$ cat src/spike_pkg.sv
`default_nettype none

package spike_pkg;

  // Bundle geometry
  localparam int LANES    = 5;
  localparam int CHANNELS = 64;

  // Output FIFO depth in words
  localparam int FIFO_DEPTH = 16;

  // Band-passed sample, two's complement
  typedef logic signed [15:0] sample_t;

  // Channel number as delivered with each sample
  typedef logic [11:0] chan_t;

  // Threshold bank index, low bits of the channel number
  typedef logic [5:0] thr_addr_t;

  // Bank entry: threshold in [31:16], offset in [15:0]
  typedef logic [31:0] thr_word_t;

  typedef logic [2:0] lane_idx_t;

  // Output word: {spike, lane, channel, corrected sample}
  typedef logic [31:0] out_word_t;

  // Host register port
  typedef logic [4:0]  reg_addr_t;
  typedef logic [15:0] reg_data_t;

  // Occupancy 0..FIFO_DEPTH
  typedef logic [4:0] fifo_level_t;

  // Serializer FSM
  typedef enum logic [0:0] {
    IDLE,
    EMIT
  } ser_state_t;

  // Register map
  localparam reg_addr_t REG_CTRL   = 5'd0;
  localparam reg_addr_t REG_STATUS = 5'd1;

endpackage

`default_nettype wire

$ cat src/lane_serializer.sv
`timescale 1ns/1ps
`default_nettype none

module lane_serializer (
  input  wire                                        bus_clk,
  input  wire                                        arst_n,
  input  wire                                        det_valid,
  input  spike_pkg::sample_t [spike_pkg::LANES-1:0]  det_samples,
  input  spike_pkg::chan_t   [spike_pkg::LANES-1:0]  det_chans,
  input  wire                [spike_pkg::LANES-1:0]  det_spikes,
  output logic                                       wr_en,
  output spike_pkg::out_word_t                       wr_word
);

  spike_pkg::ser_state_t state;
  spike_pkg::lane_idx_t  lane;
  logic                  last_lane;
  logic                  load;

  // Latched bundle
  spike_pkg::sample_t [spike_pkg::LANES-1:0] samples_q;
  spike_pkg::chan_t   [spike_pkg::LANES-1:0] chans_q;
  logic               [spike_pkg::LANES-1:0] spikes_q;

  assign last_lane = (lane == spike_pkg::lane_idx_t'(spike_pkg::LANES - 1));

  // Back-to-back bundles are taken on the last lane
  assign load = det_valid && (state == spike_pkg::IDLE || last_lane);

  always_ff @(posedge bus_clk or negedge arst_n) begin
    if (!arst_n) begin
      state <= spike_pkg::IDLE;
      lane  <= '0;
    end else if (load) begin
      state <= spike_pkg::EMIT;
      lane  <= '0;
    end else if (state == spike_pkg::EMIT) begin
      if (last_lane) begin
        state <= spike_pkg::IDLE;
      end
      lane <= lane + 1'b1;
    end
  end

  always_ff @(posedge bus_clk) begin
    if (load) begin
      samples_q <= det_samples;
      chans_q   <= det_chans;
      spikes_q  <= det_spikes;
    end
  end

  // One word per cycle while emitting
  assign wr_en   = (state == spike_pkg::EMIT);
  assign wr_word = {spikes_q[lane], lane, chans_q[lane], samples_q[lane]};

  // Bundles arrive no closer than one per LANES cycles
  a_spacing: assert property (
    @(posedge bus_clk) disable iff (!arst_n)
      (det_valid && state == spike_pkg::EMIT) |-> last_lane
  ) else $error("lane_serializer: bundle arrived while lanes still pending");

endmodule

`default_nettype wire

$ cat config.mk
export PLATFORM = sky130hd
export DESIGN_NAME = lane_serializer
export DESIGN_NICKNAME = d
export VERILOG_FILES = /design/src/spike_pkg.sv /design/src/lane_serializer.sv
export SDC_FILE = /design/constraint.sdc
export NUM_CORES = 1
export LEC_CHECK = 0
export ABC_AREA = 1
export BUFFER_PORTS_ARGS = -buffer_cell sky130_fd_sc_hd__buf_2
export CAP_MARGIN = 20
export CORE_MARGIN = 3
export CORE_UTILIZATION = 50
export DETAILED_ROUTE_END_ITERATION = 7
export PLACE_DENSITY = 0.74
export SYNTH_ARGS = -nofsm -noshare
export SYNTH_HDL_FRONTEND = slang
export SYNTH_SLANG_ARGS = --single-unit
$ cat constraint.sdc
create_clock -name bus_clk -period 5.9 [get_ports bus_clk]
set_input_delay 1.18 -clock bus_clk [delete_from_list [all_inputs] [get_ports bus_clk]]
set_output_delay 1.18 -clock bus_clk [all_outputs]
set_load 0.03 [all_outputs]
==> results.md <==
* Dpl hpwl at 9.03 mm
* Total CTS buffers at 17
* Pwr dens at 551 nW/um2
* DRC at 0
* Htree depth at 4
* Cells along the critical path: buf_4 -> nor3_4 -> buf_4 -> nand2_1 -> nand2_1 -> buf_2
* Fillers at 837
* Yosys reg bits at 149
* R2R Path End: chans_q[38]$_DFFE_PP_
* GP Congestion at 0.770
* Synth unique cells at 14
* Global-route wire length before repair at 20.7 mm
* Largest area contributor in the netlist: edfxtp_1
* Die Span Y at 114 um
* Slew margin rel. at 30.0%
* Routed wire per std cell at 17.3 um
* Row count at 38
* Grt ovf at 0
* Core area at 11100 um2
* Hold_buf cts at 0
* Slowest-stage cell, CP: nor3_4
* IO Port Bufs at 180
* Final #Nets at 792
* Root Driver: clkbuf_16
* Worst EP arrival at 2.46 ns
* Gr usage total at 21.5%
* Initial antenna violation count at 1
* Design Area, Final at 7450 um2
* Sequential element share of the synthesized area at 76.5%
* Diode count at 0
* TritonCTS clock tree: built
* Syn-to-layout area delta at 28.0%
* Setup TNS at 0 ns
* Clk slew on worst S/H paths at 0.06 ns
* Reg-to-reg slack, setup at 2.77 ns
* 1st-pass router iterations at 5
* Syn nets at 610
* Clk sink count at 149
* Post-CTS setup buffer count at 0
* Delay-heaviest family, CP: buffers and inverters
* Clock Skew at 0.00519 ns
* Warnings from Yosys at 0
* Final setup fails at 0
* Vias per cell at 5.16
* Mapped Area at 5820 um2
* Fin crit share at 61.7%
* WP buf/inv at 3
* Static leakage at 3.15 nW
* Post-DRT Antenna Nets at 0
* Worst setup SP type: flip-flop
* Starting DRT DRC Count at 466
* Avg Cell Area, Syn at 12.7 um2
* Placed Area at 6790 um2
* Starting Density at 52.3%
* Minimum clock period at 3.64 ns
* F_max at 275 MHz
* Worst slew pin tran at 1.05 ns
* Max VDD drop at 0.485 mV
* Final count of pins violating max slew at 0
* Hold Crit Class: input pin to async pin
* Largest net degree at the start of global routing at 93
* Post_cts resized at 0
* CP Max Fanout at 62
* Max incr delay on CP at 0.56 ns
* Area share of the largest cell type after synthesis at 74.8%
* Unrepaired setup endpoints after global routing: false
* Vias in the first global route at 4159
* Vias at 4099
* WL final at 13.8 mm
* Max-Cap Viols at 0
* I/O pin count at 181
* Chip width at 114 um
* Critical path class: flip-flop to primary output
* Final design utilization at 67.0%
* Layout cells sized above 1 at 33.4%
* Clock latency on the worst-skew pair at 0.42 ns
* Total chip power at 4.11 mW
* Most area-consuming cells after synthesis: edfxtp_1, nand2_1, nand3_1, dfrtp_1, buf_2
* Clock Path Buffers at 2
* Die ar. at 13000 um2
* Crit. End Element: primary output
* Worst Path Required at 4.72 ns
* R2r worst-path depth at 7
* Cells after Synth at 460
* Reg-to-reg startpoint: lane[0]$_DFFE_PN0P_
* Hold Fails Final Rpt at 0
* Status: finished, final reports clean
==> per-layer routing <==
layer  GRT usage (%)  routed length [um]  up-vias
li1                -                   -     1968
met1            26.6                5320     1918
met2            35.5                6950      189
met3            6.79                1280       22
met4            8.71                 219        2
met5               0                   7        -
==> stage by stage <==
step           std cells  hold slack, ns  setup WS [ns]
2_1_floorplan        460           0.701           1.29
3_3_place_gp         760           0.531           2.53
3_5_place_dp         760           0.581           2.30
4_1_cts              792           0.532           1.91
5_1_grt              795           0.543           2.08
6_report             795           0.553           2.26
==> cell type report <==
type	instances	area [um2]	share of cell area (%)
inverter	7	28.8	0.386
clock buffer	20	437	5.86
sequential	149	4460	59.8
clock inverter	12	160	2.15
tap	140	175	2.35
timing repair buffer	188	1000	13.4
multi-input combinational	279	1190	16.0
==> report_power, final <==
part           internal, mW  switching, mW
logic                 0.420           1.10
registers              1.43         0.0606
clock network         0.699          0.396
==> flip-flops by register name, indices dropped and copies added, names as in the netlist <==
| name | cells |
|---|---|
| chans_q | 60 |
| spikes_q | 5 |
| lane | 3 |
| wr_en | 1 |
| samples_q | 80 |
==> cells by family (layout without fill, tap and decap cells) <==
family	Yosys count	count (layout)	share of synthesized area, %
AOI/OAI and AO/OA	1	1	0.0859
and+or+nand+nor	276	276	20.0
buffers and inverters	32	227	2.99
DFF	149	149	76.5
adders and majority gates	2	2	0.430
==> synth_stat cells, drive strengths merged <==
cell type	instances
a21oi	1
buf	25
dfrtp	4
edfxtp	145
ha	2
inv	7
nand2	183
nand3	91
nor2	1
nor3	1
==> how the worst max path moves through the flow <==
| stage | from | endpoint | cells past startpoint |
|---|---|---|---|
| after CTS | lane[2]$_DFFE_PN0P_ | wr_word[20] | 6 |
| after global placement | lane[0]$_DFFE_PN0P_ | chans_q[3]$_DFFE_PP_ | 7 |
| after floorplan | lane[0]$_DFFE_PN0P_ | chans_q[0]$_DFFE_PP_ | 8 |
| after global routing | lane[0]$_DFFE_PN0P_ | wr_word[13] | 6 |
| final | lane[0]$_DFFE_PN0P_ | wr_word[20] | 6 |
| after detailed placement | lane[1]$_DFFE_PN0P_ | samples_q[78]$_DFFE_PP_ | 7 |
==> layout by cell type (no fill, tap or decap), drive strengths merged, types with 2 or more instances in the layout <==
| cell type | count |
|---|---|
| buf | 188 |
| nand2 | 183 |
| edfxtp | 145 |
| nand3 | 91 |
| clkbuf | 20 |
| inv | 7 |
| clkinv | 7 |
| bufinv | 4 |
| dfrtp | 4 |
| ha | 2 |
Power figures use the tool's default switching activity.
