## src/spike_pkg.sv

```systemverilog
`default_nettype none

package spike_pkg;

  // Bundle geometry
  localparam int LANES    = 5;
  localparam int CHANNELS = 64;

  // Output FIFO depth in words
  localparam int FIFO_DEPTH = 16;

  // Band-passed sample, two's complement
  typedef logic signed [15:0] sample_t;

  // Channel number as delivered with each sample
  typedef logic [11:0] chan_t;

  // Threshold bank index, low bits of the channel number
  typedef logic [5:0] thr_addr_t;

  // Bank entry: threshold in [31:16], offset in [15:0]
  typedef logic [31:0] thr_word_t;

  typedef logic [2:0] lane_idx_t;

  // Output word: {spike, lane, channel, corrected sample}
  typedef logic [31:0] out_word_t;

  // Host register port
  typedef logic [4:0]  reg_addr_t;
  typedef logic [15:0] reg_data_t;

  // Occupancy 0..FIFO_DEPTH
  typedef logic [4:0] fifo_level_t;

  // Serializer FSM
  typedef enum logic [0:0] {
    IDLE,
    EMIT
  } ser_state_t;

  // Register map
  localparam reg_addr_t REG_CTRL   = 5'd0;
  localparam reg_addr_t REG_STATUS = 5'd1;

endpackage

`default_nettype wire

```

## src/host_fifo.sv

```systemverilog
`timescale 1ns/1ps
`default_nettype none

module host_fifo (
  input  wire                    bus_clk,
  input  wire                    arst_n,
  input  wire                    wr_en,
  input  spike_pkg::out_word_t   wr_word,
  input  wire                    rd_en,
  output spike_pkg::out_word_t   fifo_data,
  output logic                   fifo_empty,
  output spike_pkg::fifo_level_t fifo_level,
  output logic                   fifo_drop
);

  spike_pkg::out_word_t mem [spike_pkg::FIFO_DEPTH];

  logic [$clog2(spike_pkg::FIFO_DEPTH)-1:0] wr_ptr;
  logic [$clog2(spike_pkg::FIFO_DEPTH)-1:0] rd_ptr;
  logic full;
  logic push;
  logic pop;

  assign full       = (fifo_level == spike_pkg::fifo_level_t'(spike_pkg::FIFO_DEPTH));
  assign fifo_empty = (fifo_level == '0);

  // A pop frees a slot for a write in the same cycle
  assign pop       = rd_en && !fifo_empty;
  assign push      = wr_en && (!full || pop);
  assign fifo_drop = wr_en && !push;

  always_ff @(posedge bus_clk or negedge arst_n) begin
    if (!arst_n) begin
      wr_ptr     <= '0;
      rd_ptr     <= '0;
      fifo_level <= '0;
    end else begin
      if (push) begin
        wr_ptr <= wr_ptr + 1'b1;
      end
      if (pop) begin
        rd_ptr <= rd_ptr + 1'b1;
      end
      fifo_level <= fifo_level + push - pop;
    end
  end

  always_ff @(posedge bus_clk) begin
    if (push) begin
      mem[wr_ptr] <= wr_word;
    end
  end

  // Head word is shown without a read request
  assign fifo_data = mem[rd_ptr];

  a_level: assert property (
    @(posedge bus_clk) disable iff (!arst_n)
      fifo_level <= spike_pkg::fifo_level_t'(spike_pkg::FIFO_DEPTH)
  ) else $error("host_fifo: level above depth");

  a_rd_empty: assert property (
    @(posedge bus_clk) disable iff (!arst_n) rd_en |-> !fifo_empty
  ) else $error("host_fifo: read while empty");

endmodule

`default_nettype wire

```

## config.mk

```make
export PLATFORM = sky130hd
export DESIGN_NAME = host_fifo
export DESIGN_NICKNAME = d
export VERILOG_FILES = /design/src/spike_pkg.sv /design/src/host_fifo.sv
export SDC_FILE = /design/constraint.sdc
export NUM_CORES = 1
export LEC_CHECK = 0
export BUFFER_PORTS_ARGS = -buffer_cell sky130_fd_sc_hd__buf_2
export CELL_PAD_IN_SITES_DETAIL_PLACEMENT = 0
export CELL_PAD_IN_SITES_GLOBAL_PLACEMENT = 1
export CORE_MARGIN = 10
export CORE_UTILIZATION = 58
export DETAILED_ROUTE_END_ITERATION = 10
export PLACE_DENSITY_LB_ADDON = 0.15
export SYNTH_ARGS = -nofsm -noshare
export SYNTH_HDL_FRONTEND = slang
export SYNTH_SLANG_ARGS = --single-unit
```

## constraint.sdc

```tcl
create_clock -name bus_clk -period 7 [get_ports bus_clk]
set_input_delay 1.75 -clock bus_clk [delete_from_list [all_inputs] [get_ports bus_clk]]
set_output_delay 1.75 -clock bus_clk [all_outputs]
set_load 0.02 [all_outputs]
```

==> flow_summary.ini <==
[synthesis]
netlist_area_um2 = 20400
yosys.area.top_type = edfxtp_1
synth.top_cell.area_share_pct = 75.4
yosysSeqAreaShare_pct = 77.0
yosys_warnings = 0
syn-num-nets = 1054
syn_area_per_cell_um2 = 20.3
synth_area_leaders = edfxtp_1 (75%), mux4_2 (6.9%), mux2i_1 (6.3%)
ys_ff_latch = 525
netlist_instances = 1006
yosys.cell_types.count = 32

[power_and_ir_drop]
leakage_nw = 7.72
max-vdd-ir-drop_v = 0.000285
p_total_mw = 9.44
power_density_nw_per_um2 = 414

[global_route]
grt_pass1_vias = 10000
grt_pass1_wl_um = 63800
overflow = 0
antenna_found_initial = 1
track_usage_pct = 19.6
grt_max_degree = 65

[worst_setup_path]
worstSetupEndpointType = output pin
crit_end = fifo_data[24]
crit_cells = 6
startpoint = rd_ptr[1]
r2r_end = mem[2][21]
reg2reg_from = fifo_level[2]
worstPathCellList = and2_2 -> buf_4 -> a221oi_1 -> o21ai_0 -> nand2_1 -> buf_2
path_max_fanout = 42
r2r_slack_ns = 3.51
cp-start-kind = flip-flop
r2r_cells = 7
path_class = flip-flop to output pin
crit_buf_inv = 2
worstPathRequired_ns = 5.25
max_stage_delay_ns = 1.02
arrival_ns = 3.50
critical-path-top-delay-family = simple AND/OR/NAND/NOR gates
cpMaxStageDelayCell = and2_2

[drt]
vias_per_cell = 6.18
drtIter0Drc = 909
wirelength_um = 43000
routedWlPerCell_um = 26.8
firstDrtPassIters = 5
drtAntennaViolNets = 0
via_count = 9893
drcViolationCount = 0

[run_status]
status = finished, final reports clean

[floorplanning]
chipHeight_um = 207
rows = 68
die_area_um2 = 43000
die_x_um = 207
ios = 75
start_util_pct = 58.8
core_area_um2 = 34600

[cts]
numCtsBuffers = 51
htree_levels = 2
cts.root.buffer_cell = clkbuf_16
cts_resized = 0
cts_max_path_buffers = 3
clkSlewWorstSetupHoldPaths_ns = 0.06
cts_sinks = 525
cts_tree = yes
clk_latency_ns = 0.57
postCtsSetupRepairBufs = 0
ctsHoldBuffers = 0

[placement]
dp_hpwl_um = 23100
finalWeightedCongestion = 0.734
port_buffers = 74

[timing]
maxSlewViolCount = 0
hold_viol = 0
tns_ns = 0
fmax_mhz = 190
relSlewSlack_pct = 24.1
setup_viol = 0
whs_ns = 0.579
fin_crit_ns = 5.25
rsz0062_at_grt = false
worst_slew_pin_slew_ns = 1.14
fin_crit_sh_pct = 75.0
fin_skew_ns = 0.0199

[cells_and_area]
final_cell_mix = edfxtp_1 (512), mux2i_1 (128), buf_2 (74)
multi_input_area_um2 = 4390
drive_gt1_share_pct = 22.1
syn_to_final_growth_pct = 12.0
fillers = 2292
seqCellArea_um2 = 15700
nets = 1153
final_common_cell = edfxtp_1

[flow_run]
maxCapViolCount = 0

[worst_hold_path]
hold_path_class = flip-flop to flip-flop
-- state kept, by name, indices dropped and copies added, names as in the netlist --
name        flops
mem           512
rd_ptr          4
wr_ptr          4
fifo_level      5
-- power by group --
group	internal [mW]	leakage, nW	switching [mW]
registers	3.80	4.78	0.232
logic	1.14	2.19	1.78
clock network	1.39	0.752	1.09
-- cells by family after synthesis --
| family | Yosys count | share of synthesized area, % |
|---|---|---|
| flops | 525 | 77.0 |
| mux | 193 | 13.5 |
| compound gates | 133 | 4.89 |
| simple gates | 67 | 1.39 |
| buf+inv | 66 | 2.02 |
| fa+ha+maj | 12 | 0.774 |
| xor+xnor | 10 | 0.430 |
-- per-layer routing --
metal,part of all wire (%),vias up,routed length [µm],track usage (%)
met1,42,5142,18000,26.8
met4,1.5,0,635,4.39
met5,0,-,0,0
met3,6.4,49,2750,3.22
li1,-,4390,-,-
met2,50,312,21500,32.5
-- Yosys cell counts (all sizes together) --
cell type / number
nor4b: 1
nand3: 1
nand2: 39
a21o: 1
nor3b: 1
a221oi: 64
and2: 1
o21ai: 33
mux4: 64
a21oi: 2
a31oi: 1
inv: 11
clkbuf: 15
nor3: 4
nor2b: 1
xnor2: 7
and4: 1
fa: 1
buf: 40
dfrtp: 13
a22oi: 32
mux2: 1
xor2: 3
nand4: 1
nand2b: 2
ha: 11
mux2i: 128
edfxtp: 512
nor2: 15
-- worst min path at each step --
stage                     depth (start not counted)  slack [ns]       endpoint          start
final                                             1        0.58  fifo_level[0]  fifo_level[0]
after floorplan                                   1        0.53      rd_ptr[2]      rd_ptr[2]
after global placement                            1        0.56  fifo_level[0]  fifo_level[0]
after detailed placement                          1        0.57  fifo_level[0]  fifo_level[0]
after global routing                              1        0.62  fifo_level[0]  fifo_level[0]
after CTS                                         1        0.59  fifo_level[0]  fifo_level[0]
-- metrics by stage --
step | cells | util [%] | setup WS [ns] | instance area [µm²]
after floorplan | 1006 | - | 1.99 | 20400
after global placement | 1507 | 61.5 | 2.39 | 21300
after detailed placement | 1507 | 61.5 | 2.34 | 21300
after CTS | 1601 | 65.9 | 1.70 | 22800
after global routing | 1601 | 65.9 | 1.55 | 22800
final | 1602 | 65.9 | 1.75 | 22800
-- area by class of cell --
cell class / instances / area share [%]
Antenna cell: 1 / 0.0110
Multi-Input combinational cell: 415 / 19.2
Timing Repair Buffer: 101 / 2.62
Sequential cell: 525 / 68.8
Inverter: 11 / 0.181
Clock inverter: 32 / 0.784
Clock buffer: 62 / 5.87
Tap cell: 455 / 2.49
Note: power is estimated with default switching activity, not from simulation.
