`src/spike_pkg.sv`:
```
`default_nettype none

package spike_pkg;

  // Bundle geometry
  localparam int LANES    = 5;
  localparam int CHANNELS = 64;

  // Output FIFO depth in words
  localparam int FIFO_DEPTH = 16;

  // Band-passed sample, two's complement
  typedef logic signed [15:0] sample_t;

  // Channel number as delivered with each sample
  typedef logic [11:0] chan_t;

  // Threshold bank index, low bits of the channel number
  typedef logic [5:0] thr_addr_t;

  // Bank entry: threshold in [31:16], offset in [15:0]
  typedef logic [31:0] thr_word_t;

  typedef logic [2:0] lane_idx_t;

  // Output word: {spike, lane, channel, corrected sample}
  typedef logic [31:0] out_word_t;

  // Host register port
  typedef logic [4:0]  reg_addr_t;
  typedef logic [15:0] reg_data_t;

  // Occupancy 0..FIFO_DEPTH
  typedef logic [4:0] fifo_level_t;

  // Serializer FSM
  typedef enum logic [0:0] {
    IDLE,
    EMIT
  } ser_state_t;

  // Register map
  localparam reg_addr_t REG_CTRL   = 5'd0;
  localparam reg_addr_t REG_STATUS = 5'd1;

endpackage

`default_nettype wire

```
`src/spike_detect.sv`:
```
`timescale 1ns/1ps
`default_nettype none

module spike_detect (
  input  wire                                          bus_clk,
  input  wire                                          arst_n,
  input  wire                                          detect_en,
  input  wire                                          in_valid,
  input  spike_pkg::sample_t   [spike_pkg::LANES-1:0]  in_samples,
  input  spike_pkg::chan_t     [spike_pkg::LANES-1:0]  in_chans,
  output spike_pkg::chan_t     [spike_pkg::LANES-1:0]  lookup_chans,
  input  spike_pkg::thr_word_t [spike_pkg::LANES-1:0]  lookup_words,
  output logic                                         det_valid,
  output spike_pkg::sample_t   [spike_pkg::LANES-1:0]  det_samples,
  output spike_pkg::chan_t     [spike_pkg::LANES-1:0]  det_chans,
  output logic                 [spike_pkg::LANES-1:0]  det_spikes
);

  // Stage 1 registers
  logic                                        s1_valid;
  spike_pkg::sample_t   [spike_pkg::LANES-1:0] s1_samples;
  spike_pkg::chan_t     [spike_pkg::LANES-1:0] s1_chans;
  spike_pkg::thr_word_t [spike_pkg::LANES-1:0] s1_words;

  // Stage 2 inputs
  spike_pkg::sample_t [spike_pkg::LANES-1:0] corrected;
  logic               [spike_pkg::LANES-1:0] below;

  // Bank is addressed straight from the incoming bundle
  assign lookup_chans = in_chans;

  always_ff @(posedge bus_clk or negedge arst_n) begin
    if (!arst_n) begin
      s1_valid <= 1'b0;
    end else begin
      s1_valid <= in_valid;
    end
  end

  always_ff @(posedge bus_clk) begin
    if (in_valid) begin
      s1_samples <= in_samples;
      s1_chans   <= in_chans;
      s1_words   <= lookup_words;
    end
  end

  // Offset removal wraps at 16 bits, compare is signed
  always_comb begin
    for (int i = 0; i < spike_pkg::LANES; i++) begin
      corrected[i] = s1_samples[i] - spike_pkg::sample_t'(s1_words[i][15:0]);
      below[i]     = corrected[i] < spike_pkg::sample_t'(s1_words[i][31:16]);
    end
  end

  always_ff @(posedge bus_clk or negedge arst_n) begin
    if (!arst_n) begin
      det_valid <= 1'b0;
    end else begin
      det_valid <= s1_valid;
    end
  end

  always_ff @(posedge bus_clk) begin
    if (s1_valid) begin
      det_samples <= corrected;
      det_chans   <= s1_chans;
      det_spikes  <= detect_en ? below : '0;
    end
  end

endmodule

`default_nettype wire

```
`config.mk`:
```
export PLATFORM = sky130hd
export DESIGN_NAME = spike_detect
export DESIGN_NICKNAME = d
export VERILOG_FILES = /design/src/spike_pkg.sv /design/src/spike_detect.sv
export SDC_FILE = /design/constraint.sdc
export NUM_CORES = 1
export LEC_CHECK = 0
export ABC_CLOCK_PERIOD_IN_PS = 4800
export BUFFER_PORTS_ARGS = -buffer_cell sky130_fd_sc_hd__buf_2
export CAP_MARGIN = 20
export CORE_MARGIN = 4
export CORE_UTILIZATION = 25
export DETAILED_ROUTE_END_ITERATION = 7
export HOLD_SLACK_MARGIN = 0.1
export SETUP_SLACK_MARGIN = 0.02
export SLEW_MARGIN = 20
export SYNTH_ARGS = -nofsm -noshare
export SYNTH_HDL_FRONTEND = slang
export SYNTH_SLANG_ARGS = --single-unit
```
`constraint.sdc`:
```
create_clock -name bus_clk -period 4.8 [get_ports bus_clk]
set_clock_uncertainty 0.2 [all_clocks]
set_input_delay 0.48 -clock bus_clk [delete_from_list [all_inputs] [get_ports bus_clk]]
set_output_delay 0.48 -clock bus_clk [all_outputs]
set_load 0.01 [all_outputs]
```
==> impl_metrics.toml, run 1 <==
[run_status]
status = "finished, final reports clean"

[place]
io_buffers = 509
place_worst_setup_slack_ps = 567
gp_congestion = 0.831
post-dp-hpwl_mm = 40.3
placed_cell_area_sq_um = 23100

[finish]
layout_common_cells = "buf_2, edfxtp_1, dlygate4sd3_1, inv_1, ha_1"
area_growth_pct = 41.4
drive_gt1_frac = 0.279
fin_area_sq_um = 27800
fillers = 7426
finalNetCount = 2606
multi_input_area_sq_um = 5080
utilization = 0.357
mostFrequentLayoutCell = "buf_2"
seq_area_sq_um = 13400

[power]
vdd_drop_max_mv = 0.331
power-per-cell-area_nw_per_um2 = 396
cellLeakagePower_uw = 0.0118

[logic_synthesis]
async_flop_share = 0.00447
synth.avg_cell_area_sq_um = 14.7
synth-edff-count = 445
syn-instance-count = 1340
synth_cell_types = 69
syn_nets = 1799
synthAdderAreaFrac = 0.101
synthesis.area_sq_um = 19700
ys_seq_area_frac = 0.683
synth_flop_cell = "edfxtp_1"
synth_seq_cells = 447
yosys.area_share.simple = 0.0443
ys_warn_count = 0
synth_top_family_by_area = "adder cells"
synth.mux.area_fraction = 0.00102
synth_xor_area_frac = 0.0263
synth_compound_area_frac = 0.0865

[route]
drc = 0
antenna_left = 0
wl_per_cell_um = 17.3
routed_via_density = 4.24
dr.pass1.iters = 5
vias = 13700
wirelength_mm = 55.9
drt_iter0_drc = 650

[grt]
grt_first_pass_wirelength_mm = 84.1
grt_antenna_before_repair = 1
grt_pass1_vias = 14900
grt_max_degree = 119
track_usage = 0.129
grt_overflow_total = 0

[clock_tree]
cts_tree = "yes"
clock-root-buffer = "clkbuf_16"
clock_path_buffers = 3
cts_num_sinks = 447
postCtsSetupBuffers = 0
cts_made_buffers = 50
clk_transition_reported_paths_ps = 60
htree_levels = 2
insertion_delay_ps = 580

[floorplanning]
core_sq_um = 77700
die_w_um = 288
num_rows = 102
boundaryPins = 510
die_height_um = 288
start_util = 0.253
design.die.area_sq_um = 83200

[setup_path]
cp_max_fo = 5
start_kind = "flip-flop"
cp_top_family = "compound AO/OA/AOI/OAI gates"
arrival_ps = 4430
reg2reg_slack_ps = 530
worstSetupEndpointType = "flip-flop"
crit_buf_inv = 0
cpMaxStageDelayCell = "a2111o_1"
crit_type = "reg2reg"
cp.required_ps = 4960
cpPeakStageDelay_ps = 450
cp_cell_sequence = "ha_1 -> a2111o_1 -> o21ai_0 -> nor2_1 -> o21ai_0 -> a21oi_1 -> ha_1 -> a21o_1 -> a21o_1 -> a21oi_1 -> o2111ai_1 -> nand2_1 -> nor2_1 -> a2111oi_0"

[job]
drv_cap = 0

[timing]
setup_tns_ps = 0
maxSlewHeadroom = 0.374
rsz0062_at_grt = "false"
timing.fmax_ghz = 0.234
period_needed_ps = 4270
period_share = 0.889
finalHoldViolations = 0
maxSlewViolCount = 0
setup_ws_ps = 534
tightest_slew_ps = 939
worst_hold_slack_ps = 158
final-setup-viol-count = 0

[worst_hold_path]
hold_path.class = "in2reg"
## worst reg2reg max path: cells and delay by family (launching register included)
kind / cells / cell delay [ps]
AO/OA/AOI/OAI: 9 / 2430
adder cells (fa/ha/maj): 2 / 690
flip-flops: 1 / 370
AND/OR/NAND/NOR: 3 / 360
## power breakdown
part           internal, uW  total, uW  switching [uW]
Combinational          1010       2280            1270
Sequential             4810       4950             143
Clock                  2160       3780            1620
Total                  7970      11000            3040
## synth_stat cells, drive strengths merged, types with 2 or more instances
cell / count / share of area
nand4: 14 / 0.0045
o211ai: 6 / 0.0023
or2: 2 / 0.00064
a41oi: 3 / 0.0013
a2111o: 2 / 0.0011
a221oi: 5 / 0.0022
nand2: 41 / 0.0078
clkbuf: 2 / 0.00038
a2111oi: 5 / 0.0022
buf: 60 / 0.023
o2111a: 2 / 0.0011
a31oi: 8 / 0.0025
o41ai: 2 / 0.0013
nand2b: 3 / 0.00096
edfxtp: 445 / 0.68
nor3: 9 / 0.0023
dfrtp: 2 / 0.0025
o31ai: 6 / 0.0023
o21bai: 8 / 0.0031
ha: 150 / 0.096
a21oi: 63 / 0.017
and3: 7 / 0.0022
a21o: 32 / 0.012
fa: 5 / 0.0051
a211o: 3 / 0.0014
o21a: 22 / 0.0084
a21boi: 3 / 0.0011
inv: 186 / 0.036
nand3: 14 / 0.0036
o311ai: 2 / 0.0013
and2: 3 / 0.0010
o2111ai: 4 / 0.0018
nor2: 58 / 0.011
nor2b: 15 / 0.0048
xnor2: 45 / 0.020
nor4: 4 / 0.0013
a211oi: 10 / 0.0038
o31a: 4 / 0.0018
xor2: 14 / 0.0062
o21ai: 51 / 0.014
mux2i: 2 / 0.0010
## what timing repair did
item / in CTS / in global routing
hold endpoints to repair: 302 / 0
hold buffers: 302 / 0
resized for setup: 0 / 0
## stage by stage
stage / total power, uW / cells
after floorplan: 6240 / 1340
after global placement: 7060 / 2833
after detailed placement: 7110 / 2833
after CTS: 11200 / 3229
after global routing: 11600 / 3229
final: 11000 / 3233
## cells by family (layout without fill, tap and decap cells)
group | count (synthesis) | count (layout)
DFF | 447 | 447
AOI/OAI and AO/OA | 251 | 251
buffers and inverters | 248 | 1097
and+or+nand+nor | 178 | 178
adders and majority gates | 155 | 155
xor gates and xnor gates | 59 | 59
muxes | 2 | 2
other | 0 | 4
## flip-flops by register name, summed over array words and instances (netlist names)
signal	cells
det_chans	60
det_spikes	5
s1_valid	1
s1_samples	80
det_samples	80
s1_words	160
det_valid	1
s1_chans	60
## area by class of cell
class                           instances  area share
Sequential cell                       447       0.483
Timing Repair Buffer                  817       0.204
Multi-Input combinational cell        645       0.183
Tap cell                             1040      0.0468
Clock buffer                           61      0.0465
Inverter                              186      0.0251
Clock inverter                         33      0.0115
Antenna cell                            4    0.000360
## routing by layer
| metal | vias up | routed length (um) | track usage |
|---|---|---|---|
| li1 | 6499 | - | - |
| met1 | 6611 | 21600 | 0.148 |
| met2 | 496 | 28300 | 0.234 |
| met3 | 99 | 4540 | 0.0363 |
| met4 | 2 | 1430 | 0.0393 |
| met5 | - | 13 | 0 |
## path summary, 6_finish.rpt
| kind | startpoint | cells after the start | to |
|---|---|---|---|
| min in group asynchronous | arst_n | 3 | s1_valid |
| max in group asynchronous | arst_n | 3 | s1_valid |
| worst max register to register | s1_samples[38] | 14 | det_spikes[2] |
| worst max-delay path | s1_samples[38] | 14 | det_spikes[2] |
| worst min-delay path | detect_en | 3 | det_spikes[3] |
| worst min register to register | s1_chans[47] | 0 | det_chans[47] |
(Power assumes the default switching activity.)
==> run 2, diff against run 1 <==
RECOVER_POWER = 25   (was unset)
==> impl_metrics.toml, run 2 (same netlist as run 1, synthesis figures left out) <==
[grt]
track_usage = 0.129
grt_first_pass_wirelength_mm = 84.1
grt_antenna_before_repair = 1
grt_max_degree = 119
grt_pass1_vias = 14900
grt_overflow_total = 0

[job]
drv_cap = 0

[power]
intPower_uw = 7960
pwr-share-seq = 0.450
vdd_drop_max_mv = 0.331
switching_share = 0.276
switchingPower_uw = 3040
power_uw = 11000
clkPwrFrac = 0.343
cellLeakagePower_uw = 0.0116
power-per-cell-area_nw_per_um2 = 397
comb_power_share = 0.207

[route]
wirelength_mm = 55.9
wl_per_cell_um = 17.3
drt_iter0_drc = 659
dr.pass1.iters = 5
vias = 13700
drc = 0
antenna_left = 0
routed_via_density = 4.25

[floorplanning]
start_util = 0.253
design.die.area_sq_um = 83200
core_sq_um = 77700
num_rows = 102
boundaryPins = 510
die_w_um = 288
die_height_um = 288

[timing]
timing.fmax_ghz = 0.234
finalHoldViolations = 0
setup_ws_ps = 534
tightest_slew_ps = 937
rsz0062_at_grt = "false"
period_needed_ps = 4270
setup_tns_ps = 0
maxSlewHeadroom = 0.375
maxSlewViolCount = 0
period_share = 0.889
final-setup-viol-count = 0

[finish]
layout_common_cells = "buf_2, edfxtp_1, dlygate4sd3_1, inv_1, ha_1"
reg_top3 = "s1_words x160, det_samples x80, s1_samples x80"
final_cells = 3233
utilization = 0.357
regMostFlops = "s1_words"
mostFrequentLayoutCell = "buf_2"
drive_gt1_frac = 0.256
area_growth_pct = 41.1
fillers = 7463
finalNetCount = 2606
largest_register_ffs = 160

[setup_path]
cp.required_ps = 4960
reg2reg_slack_ps = 530
start_kind = "flip-flop"
cp_max_fo = 5
arrival_ps = 4430
r2r_cells = 14
timing.rr.end = "det_spikes[2]"
cp-endpoint = "det_spikes[2]"
crit_type = "reg2reg"
startpoint = "s1_samples[38]"
worstSetupEndpointType = "flip-flop"
worstReg2RegStart = "s1_samples[38]"

[clock_tree]
cts_made_buffers = 50
clk_transition_reported_paths_ps = 60
clock-root-buffer = "clkbuf_16"
cts_hold_buf = 302
postCtsSetupBuffers = 0
clock_path_buffers = 3
insertion_delay_ps = 580
cts.repair.resized = 0
cts_num_sinks = 447
htree_levels = 2
cts_tree = "yes"

[place]
place_worst_setup_slack_ps = 567
io_buffers = 509
gp_congestion = 0.831
placedCellCount = 2833
post-dp-hpwl_mm = 40.3

[worst_hold_path]
hold_path.class = "in2reg"

[run_status]
status = "finished, final reports clean"
[run 2: cell types whose count changed in the layout (fill, tap and decap cells not counted)]
cell	delta
clkbuf_1	+49
buf_1	+1
clkbuf_2	+4
buf_2	-54
[run 2: per-layer routing]
layer | vias up | global-route usage | share of wire
li1 | 6505 | - | -
met5 | - | 0 | 0.00023
met4 | 2 | 0.0393 | 0.025
met1 | 6626 | 0.148 | 0.39
met3 | 98 | 0.0363 | 0.082
met2 | 508 | 0.234 | 0.51
[run 2: critical path: stages (launching register included)]
cell	delay (ps)
edfxtp_1	370
ha_1	370
a2111o_1	450
o21ai_0	350
nor2_1	90
o21ai_0	240
a21oi_1	160
ha_1	320
a21o_1	160
a21o_1	160
a21oi_1	320
o2111ai_1	280
nand2_1	200
nor2_1	70
a2111oi_0	310
[run 2: power groups by stage]
stage	clock, uW	sequential, uW	combinational, uW
6_report	3780	4950	2270
5_1_grt	4080	4980	2540
4_1_cts	3910	4960	2300
3_5_place_dp	0	5030	2080
3_3_place_gp	0	5030	2030
2_1_floorplan	0	5110	1130
[run 2: worst min-delay path by stage]
stage | endpoint | cells past startpoint | start | slack [ps]
after floorplan | det_valid | 0 | arst_n | -20
after global placement | det_valid | 1 | arst_n | 70
final | det_spikes[3] | 3 | detect_en | 160
after CTS | det_spikes[3] | 3 | detect_en | 110
after global routing | det_spikes[3] | 3 | detect_en | 140
after detailed placement | det_valid | 1 | arst_n | 70
[run 2: cell type report]
class	instances	area (sq um)	area share
Sequential cell	447	13400	0.484
Timing Repair Buffer	817	5600	0.202
Multi-Input combinational cell	645	5080	0.183
Tap cell	1040	1300	0.0469
Clock buffer	61	1290	0.0466
Inverter	186	698	0.0252
Clock inverter	33	319	0.0115
Antenna cell	4	10.0	0.000361
[run 2: metrics by stage]
stage | hold WS [ps] | instance area (sq um)
6_report | 160 | 27700
5_1_grt | 138 | 27700
4_1_cts | 112 | 27800
3_5_place_dp | 70.0 | 23100
3_3_place_gp | 68.8 | 23100
2_1_floorplan | -15.6 | 19700
