### src/spike_pkg.sv
`default_nettype none

package spike_pkg;

  // Bundle geometry
  localparam int LANES    = 5;
  localparam int CHANNELS = 64;

  // Output FIFO depth in words
  localparam int FIFO_DEPTH = 16;

  // Band-passed sample, two's complement
  typedef logic signed [15:0] sample_t;

  // Channel number as delivered with each sample
  typedef logic [11:0] chan_t;

  // Threshold bank index, low bits of the channel number
  typedef logic [5:0] thr_addr_t;

  // Bank entry: threshold in [31:16], offset in [15:0]
  typedef logic [31:0] thr_word_t;

  typedef logic [2:0] lane_idx_t;

  // Output word: {spike, lane, channel, corrected sample}
  typedef logic [31:0] out_word_t;

  // Host register port
  typedef logic [4:0]  reg_addr_t;
  typedef logic [15:0] reg_data_t;

  // Occupancy 0..FIFO_DEPTH
  typedef logic [4:0] fifo_level_t;

  // Serializer FSM
  typedef enum logic [0:0] {
    IDLE,
    EMIT
  } ser_state_t;

  // Register map
  localparam reg_addr_t REG_CTRL   = 5'd0;
  localparam reg_addr_t REG_STATUS = 5'd1;

endpackage

`default_nettype wire

### src/ctrl_regs.sv
`timescale 1ns/1ps
`default_nettype none

module ctrl_regs (
  input  wire                    bus_clk,
  input  wire                    arst_n,
  input  wire                    reg_wren,
  input  spike_pkg::reg_addr_t   reg_addr,
  input  spike_pkg::reg_data_t   reg_wdata,
  output spike_pkg::reg_data_t   reg_rdata,
  input  wire                    fifo_drop,
  input  spike_pkg::fifo_level_t fifo_level,
  output logic                   detect_en
);

  logic overflow;
  logic ctrl_wr;
  logic status_wr;

  assign ctrl_wr   = reg_wren && (reg_addr == spike_pkg::REG_CTRL);
  assign status_wr = reg_wren && (reg_addr == spike_pkg::REG_STATUS);

  always_ff @(posedge bus_clk or negedge arst_n) begin
    if (!arst_n) begin
      detect_en <= 1'b0;
    end else if (ctrl_wr) begin
      detect_en <= reg_wdata[0];
    end
  end

  // Sticky overflow, a new drop wins over a clear in the same cycle
  always_ff @(posedge bus_clk or negedge arst_n) begin
    if (!arst_n) begin
      overflow <= 1'b0;
    end else if (fifo_drop) begin
      overflow <= 1'b1;
    end else if (status_wr && reg_wdata[0]) begin
      overflow <= 1'b0;
    end
  end

  // Readback
  always_comb begin
    reg_rdata = '0;
    case (reg_addr)
      spike_pkg::REG_CTRL: begin
        reg_rdata[0] = detect_en;
      end
      spike_pkg::REG_STATUS: begin
        reg_rdata[0]    = overflow;
        reg_rdata[12:8] = fifo_level;
      end
      default: reg_rdata = '0;
    endcase
  end

endmodule

`default_nettype wire

### config.mk
export PLATFORM = sky130hd
export DESIGN_NAME = ctrl_regs
export DESIGN_NICKNAME = d
export VERILOG_FILES = /design/src/spike_pkg.sv /design/src/ctrl_regs.sv
export SDC_FILE = /design/constraint.sdc
export NUM_CORES = 1
export LEC_CHECK = 0
export ABC_AREA = 1
export BUFFER_PORTS_ARGS = -buffer_cell sky130_fd_sc_hd__buf_2
export CAP_MARGIN = 20
export CORE_AREA = 2 2 39 41
export DETAILED_ROUTE_END_ITERATION = 10
export DIE_AREA = 0 0 41 43
export PLACE_DENSITY = 0.64
export SETUP_SLACK_MARGIN = 0.4
export SLEW_MARGIN = 20
export SYNTH_ARGS = -nofsm -noshare
export SYNTH_HDL_FRONTEND = slang
export SYNTH_SLANG_ARGS = --single-unit
### constraint.sdc
create_clock -name bus_clk -period 0.8 [get_ports bus_clk]
set_input_delay 0.04 -clock bus_clk [delete_from_list [all_inputs] [get_ports bus_clk]]
set_output_delay 0.04 -clock bus_clk [all_outputs]
set_load 0.01 [all_outputs]
==> reports/qor.yml, run 1 <==
tns_ps: -86.2
finalHoldViolations: 1
hold_depth: 3
power_frac_seq_pct: 23.5
synth-simple-area-share_pct: 36.9
synthAdderAreaFrac_pct: 0
status: "finished with violations"
rsz0062_at_grt: "true"
post_dp_cell_area_um2: 409
synth_compound_area_share_pct: 1.84
synth_area_um2: 272
core_area_mm2: 0.00138
track_usage_pct: 7.62
fin_crit_ps: 886
dieArea_mm2: 0.00176
critPathArrivalTime_ps: 850
pin_count: 47
ys_types: 12
finalWeightedCongestion: 0.647
worstPathMaxFanout: 3
postLayoutCellArea_um2: 526
final_cell_mix: "15 x buf_2, 10 x conb_1, 9 x inv_1"
peakVddDrop_mv: 0.404
synth_seq_cells: 2
clk-insertion-delay-late_ps: 220
path_cells: "nand2_1, o21ai_2, buf_2"
clock_skew_ps: 0
synth_warnings: 0
wl_per_cell_um: 6.89
power_density_mw_per_mm2: 956
r2r_cells: 2
grt_max_degree: 6
start_util_pct: 19.6
synth_top_family_by_area: "buffers and inverters"
via_count: 302
criticalPathCategory: "flip-flop to output pin"
drt_iter0_markers: 3
cts_buffers: 3
cts_tree: "built"
finalNonFillerCells: 88
cts_sinks: 2
drive_above_1_share_pct: 54.2
cts.path.max_buffers: 2
combPwrFrac_pct: 32.4
crit_required_ps: 760
synthMuxAreaShare_pct: 0
yosysSeqAreaShare_pct: 18.4
die_w_um: 41
grt_overflow: 0
htreeDepth: 1
worst_hold_slack_ps: -2.42
rows: 14
setup_violations: 1
crit_slowest_cell: "dfrtp_1"
port_buffers: 21
antenna_found_initial: 0
grtUsageMet3_pct: 3.14
postSynthAreaPerCell_um2: 6.17
switching_share_pct: 30.4
synthCells: 44
die_h_um: 43
layout.nets: 104
viasPerCell: 3.43
p_leak_nw: 0.303
violations: "hold timing, setup timing"
place_inst: 82
detail-route-antenna-nets: 0
report.final.slew_viol_count: 0
final_common_cell: "buf_2"
syn_to_final_growth_pct: 93.5
synth_xor_area_share_pct: 0
clockRootBuffer: "clkbuf_4"
wirelength_um: 606
clkTransAtPathRegs_ps: 30
diodes: 0
pwr-share-clk_pct: 44.2
maxCapViolCount: 0
p_switching_mw: 0.153
holdCritPathClass: "primary input to flip-flop"
grt_pass1_vias: 248
grt_pass1_wl_um: 862
min_period_over_period_pct: 111
drc_errors: 0
critPathLaunchType: "flip-flop"
top_usage_layer: "met2"
setup_slack_ps: -86.2
cts_hold_buf: 1
cp-end-kind: "output pin"
hpwl_um: 490
clock.fmax_mhz: 1130
max_stage_delay_ps: 370
met2_usage_pct: 11.9
p_int_mw: 0.350
use_met1_pct: 6.39
pre_cts_ws_ps: -0.788
dr.pass1.iters: 3
-- worst paths after layout --
path / slack (ps) / startpoint / endpoint
setup / recovery: -90 / detect_en / reg_rdata[0]
hold / removal: -2 / fifo_drop / overflow
setup reg to reg: 210 / detect_en / detect_en
hold reg to reg: 460 / overflow / overflow
max in group asynchronous: 570 / arst_n / detect_en
min in group asynchronous: 130 / arst_n / overflow
-- power groups by stage --
stage / Clock, mW / Sequential [mW] / Combinational (mW)
2_1_floorplan: 0 / 0.124 / 0.0977
3_3_place_gp: 0 / 0.119 / 0.130
3_5_place_dp: 0 / 0.119 / 0.132
4_1_cts: 0.240 / 0.118 / 0.157
5_1_grt: 0.250 / 0.120 / 0.180
6_report: 0.222 / 0.118 / 0.163
-- critical path, delay by kind of cell, from the launching register on --
family                 cells  cell delay [ps]
AOI/OAI and AO/OA          1               50
buffers and inverters      1              130
DFF                        1              370
and+or+nand+nor            1               70
-- Yosys cell counts --
cell type | instances | area share, %
buf_4 | 10 | 28
nor2_4 | 1 | 4.1
nand2_1 | 7 | 9.7
nand4_1 | 2 | 4.6
inv_1 | 10 | 14
nor2_1 | 6 | 8.3
conb_1 | 1 | 1.4
nor2_2 | 2 | 4.6
nand3_1 | 1 | 1.8
dfrtp_1 | 2 | 18
nand3_2 | 1 | 3.7
o21ai_1 | 1 | 1.8
-- layer usage --
metal  vias up  routed length, um
li1        165                  -
met1       122                203
met2        15                348
met3         0                 54
met4         0                  0
met5         -                  0
-- sequential cells by signal (all words and copies together) (netlist names) --
register   cells
detect_en      1
overflow       1
-- metrics by stage --
step                      hold slack, ps  utilization, %  total power, mW
after CTS                          -13.1            35.5            0.515
after global routing               -4.11            38.0            0.550
after global placement              -175            29.6            0.249
after detailed placement            -172            29.6            0.251
final                              -2.42            38.0            0.502
after floorplan                     -256               -            0.222
-- area by class of cell --
class,instances,area [um^2]
fill,149,858
timing repair buffer,26,199
multi-input combinational,31,196
sequential,2,50.0
inverter,10,37.5
clock buffer,3,22.5
tap,16,20.0
-- cell families after synthesis --
| family | Yosys count |
|---|---|
| buffers and inverters | 20 |
| AOI/OAI and AO/OA | 1 |
| DFF | 2 |
| other | 1 |
| and+or+nand+nor | 20 |
-- timing repair --
action | 4_1_cts | 5_1_grt
resized for setup | 6 | 7
endpoints found under the hold margin | 3 | 1
pin swaps | 7 | 6
setup buffers | 2 | 0
endpoints found under the setup margin | 9 | 9
Power figures use the tool's default switching activity.
==> run 2: changes to the inputs <==
CELL_PAD_IN_SITES_DETAIL_PLACEMENT = 0   (was not set)
CELL_PAD_IN_SITES_GLOBAL_PLACEMENT = 1   (was not set)
CORE_AREA = not set   (was 2 2 39 41)
CORE_UTILIZATION = 12   (was not set)
DIE_AREA = not set   (was 0 0 41 43)
PLACE_DENSITY = 0.68   (was 0.64)
==> reports/qor.yml, run 2 (same netlist as run 1, synthesis figures left out) <==
die_w_um: 49.6
syn_to_final_growth_pct: 105
layout.nets: 104
detail-route-antenna-nets: 0
pin_count: 47
fill_cells: 241
rsz0062_at_grt: "true"
drive_above_1_share_pct: 56.9
cts.path.max_buffers: 2
path_buf_inv: 1
dr.pass1.iters: 4
drt_iter0_markers: 3
critPathLaunchType: "flip-flop"
cts_tree: "built"
criticalPathCategory: "flip-flop to output pin"
crit_slowest_cell: "dfrtp_1"
hp-start: "fifo_drop"
hold_depth: 3
die_h_um: 49.6
final_common_cell: "buf_2"
clk-insertion-delay-late_ps: 220
cts_buffers: 3
max_stage_delay_ps: 370
largest_registers: "detect_en x1, overflow x1"
final_cell_mix: "13 x buf_2, 10 x conb_1, 10 x buf_6"
setup_violations: 1
worst_hold_slack_ps: -0.838
cp-end-kind: "output pin"
worstPathMaxFanout: 3
peakVddDrop_mv: 0.331
clkTransAtPathRegs_ps: 30
viasPerCell: 3.22
wl_per_cell_um: 7.21
crit_required_ps: 760
tns_ps: -90.1
htreeDepth: 1
core_area_mm2: 0.00204
r2r-start: "detect_en"
grt_pass1_wl_um: 1240
setup_slack_ps: -90.1
critPathArrivalTime_ps: 850
p_leak_nw: 0.305
finalWeightedCongestion: 0.675
grt_pass1_vias: 335
path_delay_family: "flip-flops"
min_period_over_period_pct: 111
clock_skew_ps: 0
fin_crit_ps: 890
power_density_mw_per_mm2: 922
postLayoutCellArea_um2: 556
path_cells: "nand2_1, o21ai_2, buf_2"
seq_area_um2: 50.0
hpwl_um: 610
holdCritPathClass: "primary input to flip-flop"
port_buffers: 21
cts_sinks: 2
start_util_pct: 13.3
via_count: 319
rows: 16
track_usage_pct: 6.79
wirelength_um: 714
timing.rr.end: "detect_en"
multi_input_area_um2: 196
r2r_setup_slack_ps: 200
holdPathEnd: "overflow"
grt_max_degree: 6
finalHoldViolations: 1
clock.fmax_mhz: 1120
crit_start: "detect_en"
maxCapViolCount: 0
fin_util_pct: 27.2
report.final.slew_viol_count: 0
grt_overflow: 0
antenna_found_initial: 0
status: "finished with violations"
violations: "hold timing, setup timing"
design_power_total_mw: 0.512
diodes: 0
post_dp_cell_area_um2: 423
dieArea_mm2: 0.00246
clockRootBuffer: "clkbuf_4"
r2r_cells: 2
drc_errors: 0
## run 2: cell counts in the layout (fill, tap and decap cells not counted)
No cell type changed its count.
## run 2: metal layers
metal | vias up | share of wire [%] | global-route usage [%]
met3 | 0 | 8.4 | 2.47
met2 | 17 | 52 | 10.8
met1 | 136 | 39 | 7.02
met4 | 0 | 0 | 5.71
li1 | 166 | - | -
met5 | - | 0 | 0
## run 2: worst max-delay path by stage
stage | endpoint | slack, ps | cells after the start
6_report | reg_rdata[0] | -90 | 3
3_3_place_gp | reg_rdata[9] | 5 | 6
3_5_place_dp | reg_rdata[9] | -20 | 6
5_1_grt | reg_rdata[0] | -140 | 3
2_1_floorplan | detect_en | 180 | 2
4_1_cts | reg_rdata[0] | -100 | 3
## run 2: metrics by stage
stage | worst slack, ps | std cells
floorplan | 182 | 53
global placement | 4.97 | 93
detailed placement | -20.1 | 93
CTS | -104 | 98
global route | -144 | 99
finish | -90.1 | 99
## run 2: tightest hold or removal path, cell delays in order
cell and delay [ps]:
buf_2 70, inv_1 30, nand2_1 50
## run 2: area by class of cell
class                           count  share of cell area [%]
Timing Repair Buffer               26                    38.7
Multi-Input combinational cell     31                    35.4
Sequential cell                     2                    9.01
Inverter                           10                    6.76
Tap cell                           27                    6.08
Clock buffer                        3                    4.05
## run 2: report_power, final
group | total [mW] | switching [mW] | internal, mW
logic | 0.174 | 0.0925 | 0.0810
clock network | 0.221 | 0.0554 | 0.165
registers | 0.118 | 0.00610 | 0.112
## run 2: what timing repair did
action | in CTS | in global routing
setup endpoints to repair | 9 | 9
endpoints found under the hold margin | 3 | 0
buffers inserted | 1 | 1
pin swaps | 6 | 5
hold buffers | 1 | 0
gates resized for setup | 13 | 5
==> run 3: changes to the inputs <==
CORE_UTILIZATION = 14   (was 12)
PLACE_DENSITY = 0.75   (was 0.68)
clock period = 1.1 ns   (was 0.8 ns; I/O delays follow)
==> reports/qor.yml, run 3 (same netlist as run 1, synthesis figures left out) <==
drt_iter0_markers: 0
antenna_found_initial: 0
diodes: 0
combPwrFrac_pct: 33.0
start_util_pct: 15.4
power_density_mw_per_mm2: 771
power_frac_seq_pct: 23.5
dr.pass1.iters: 1
holdCritPathClass: "primary input to flip-flop"
finalNonFillerCells: 95
clk-insertion-delay-late_ps: 220
path_cells: "nand2_1, o21ai_1, buf_2"
layout.nets: 102
clockRootBuffer: "clkbuf_4"
clock.fmax_mhz: 1110
criticalPathCategory: "flip-flop to output pin"
grt_pass1_wl_um: 855
pin_count: 47
switching_share_pct: 28.9
hpwl_um: 467
syn_to_final_growth_pct: 75.6
rsz0062_at_grt: "true"
setup_violations: 0
die_w_um: 46.0
max_stage_delay_ps: 380
track_usage_pct: 6.14
pwr-share-clk_pct: 43.5
wl_per_cell_um: 6.26
grt_pass1_vias: 219
fin_crit_ps: 900
place_inst: 89
detail-route-antenna-nets: 0
dieArea_mm2: 0.00212
cts.path.max_buffers: 2
maxCapViolCount: 0
setup_slack_ps: 200
cts_sinks: 2
crit_slowest_cell: "dfrtp_1"
wirelength_um: 595
final_common_cell: "buf_2"
port_buffers: 21
worstPathMaxFanout: 3
cts_buffers: 3
largest_registers: "detect_en x1, overflow x1"
seq_area_um2: 50.0
r2r_setup_slack_ps: 370
crit_required_ps: 1040
timing.rr.end: "detect_en"
crit_start: "detect_en"
grt_max_degree: 7
clock_skew_ps: 0
die_h_um: 46.0
clkTransAtPathRegs_ps: 30
peakVddDrop_mv: 0.535
fill_cells: 215
finalWeightedCongestion: 0.566
r2r-start: "detect_en"
min_period_over_period_pct: 81.8
p_int_mw: 0.261
p_leak_nw: 0.288
setup.worst_path.end: "reg_rdata[0]"
fin_util_pct: 27.0
cts_tree: "built"
report.final.slew_viol_count: 0
drive_above_1_share_pct: 50.0
critPathArrivalTime_ps: 850
p_switching_mw: 0.106
htreeDepth: 1
r2r_cells: 3
rows: 15
cp-end-kind: "output pin"
drc_errors: 0
pre_cts_ws_ps: 294
grt_overflow: 0
core_area_mm2: 0.00176
critPathLaunchType: "flip-flop"
status: "finished, final reports clean"
viasPerCell: 3.21
final_cell_mix: "16 x buf_2, 10 x conb_1, 8 x inv_1"
via_count: 305
finalHoldViolations: 0
multi_input_area_um2: 168
tns_ps: 0
## run 3: what timing repair did
item,CTS,global route
resized for setup,9,7
hold buffers,1,0
setup buffers,1,1
endpoints found under the setup margin,7,7
pin swaps,5,2
hold endpoints to repair,2,0
## run 3: through the flow
| stage | total power, mW | hold slack [ps] | cell area (um^2) |
|---|---|---|---|
| after CTS | 0.367 | 10.0 | 444 |
| after global placement | 0.173 | -158 | 367 |
| after detailed placement | 0.174 | -157 | 367 |
| final | 0.367 | 17.1 | 477 |
| after floorplan | 0.157 | -241 | 305 |
| after global routing | 0.403 | 30.0 | 477 |
## run 3: critical path: cells and delay by family (launching register included)
kind | cells | cell delay [ps]
buffers and inverters | 1 | 130
and+or+nand+nor | 1 | 60
AOI/OAI and AO/OA | 1 | 50
DFF | 1 | 380
## run 3: final cells by class
cell class	instances	share of cell area (%)
inverters	10	8.40
clock buffers	3	4.72
well taps	25	6.56
flip-flops and latches	2	10.5
multi-input cells	31	35.2
repair buffers	24	34.6
## run 3: how the worst min path moves through the flow
stage | cells past startpoint | end | slack (ps) | from
floorplan | 0 | detect_en | -240 | arst_n
global placement | 1 | overflow | -160 | arst_n
detailed placement | 1 | detect_en | -160 | arst_n
CTS | 3 | overflow | 10 | fifo_drop
global route | 3 | overflow | 30 | fifo_drop
finish | 3 | overflow | 20 | fifo_drop
## run 3: metal layers
metal | track usage [%] | part of all wire [%] | up-vias
met4 | 5.29 | 0 | 0
met2 | 8.73 | 56 | 12
met1 | 7.04 | 37 | 133
met3 | 2.38 | 6.6 | 0
met5 | 0 | 0 | -
li1 | - | - | 160
## run 3: power by group through the flow
stage          sequential, mW  combinational, mW  clock (mW)
2_1_floorplan          0.0901             0.0669           0
3_3_place_gp           0.0870             0.0856           0
6_report               0.0862              0.121       0.160
3_5_place_dp           0.0870             0.0870           0
4_1_cts                0.0862              0.107       0.173
5_1_grt                0.0872              0.138       0.179
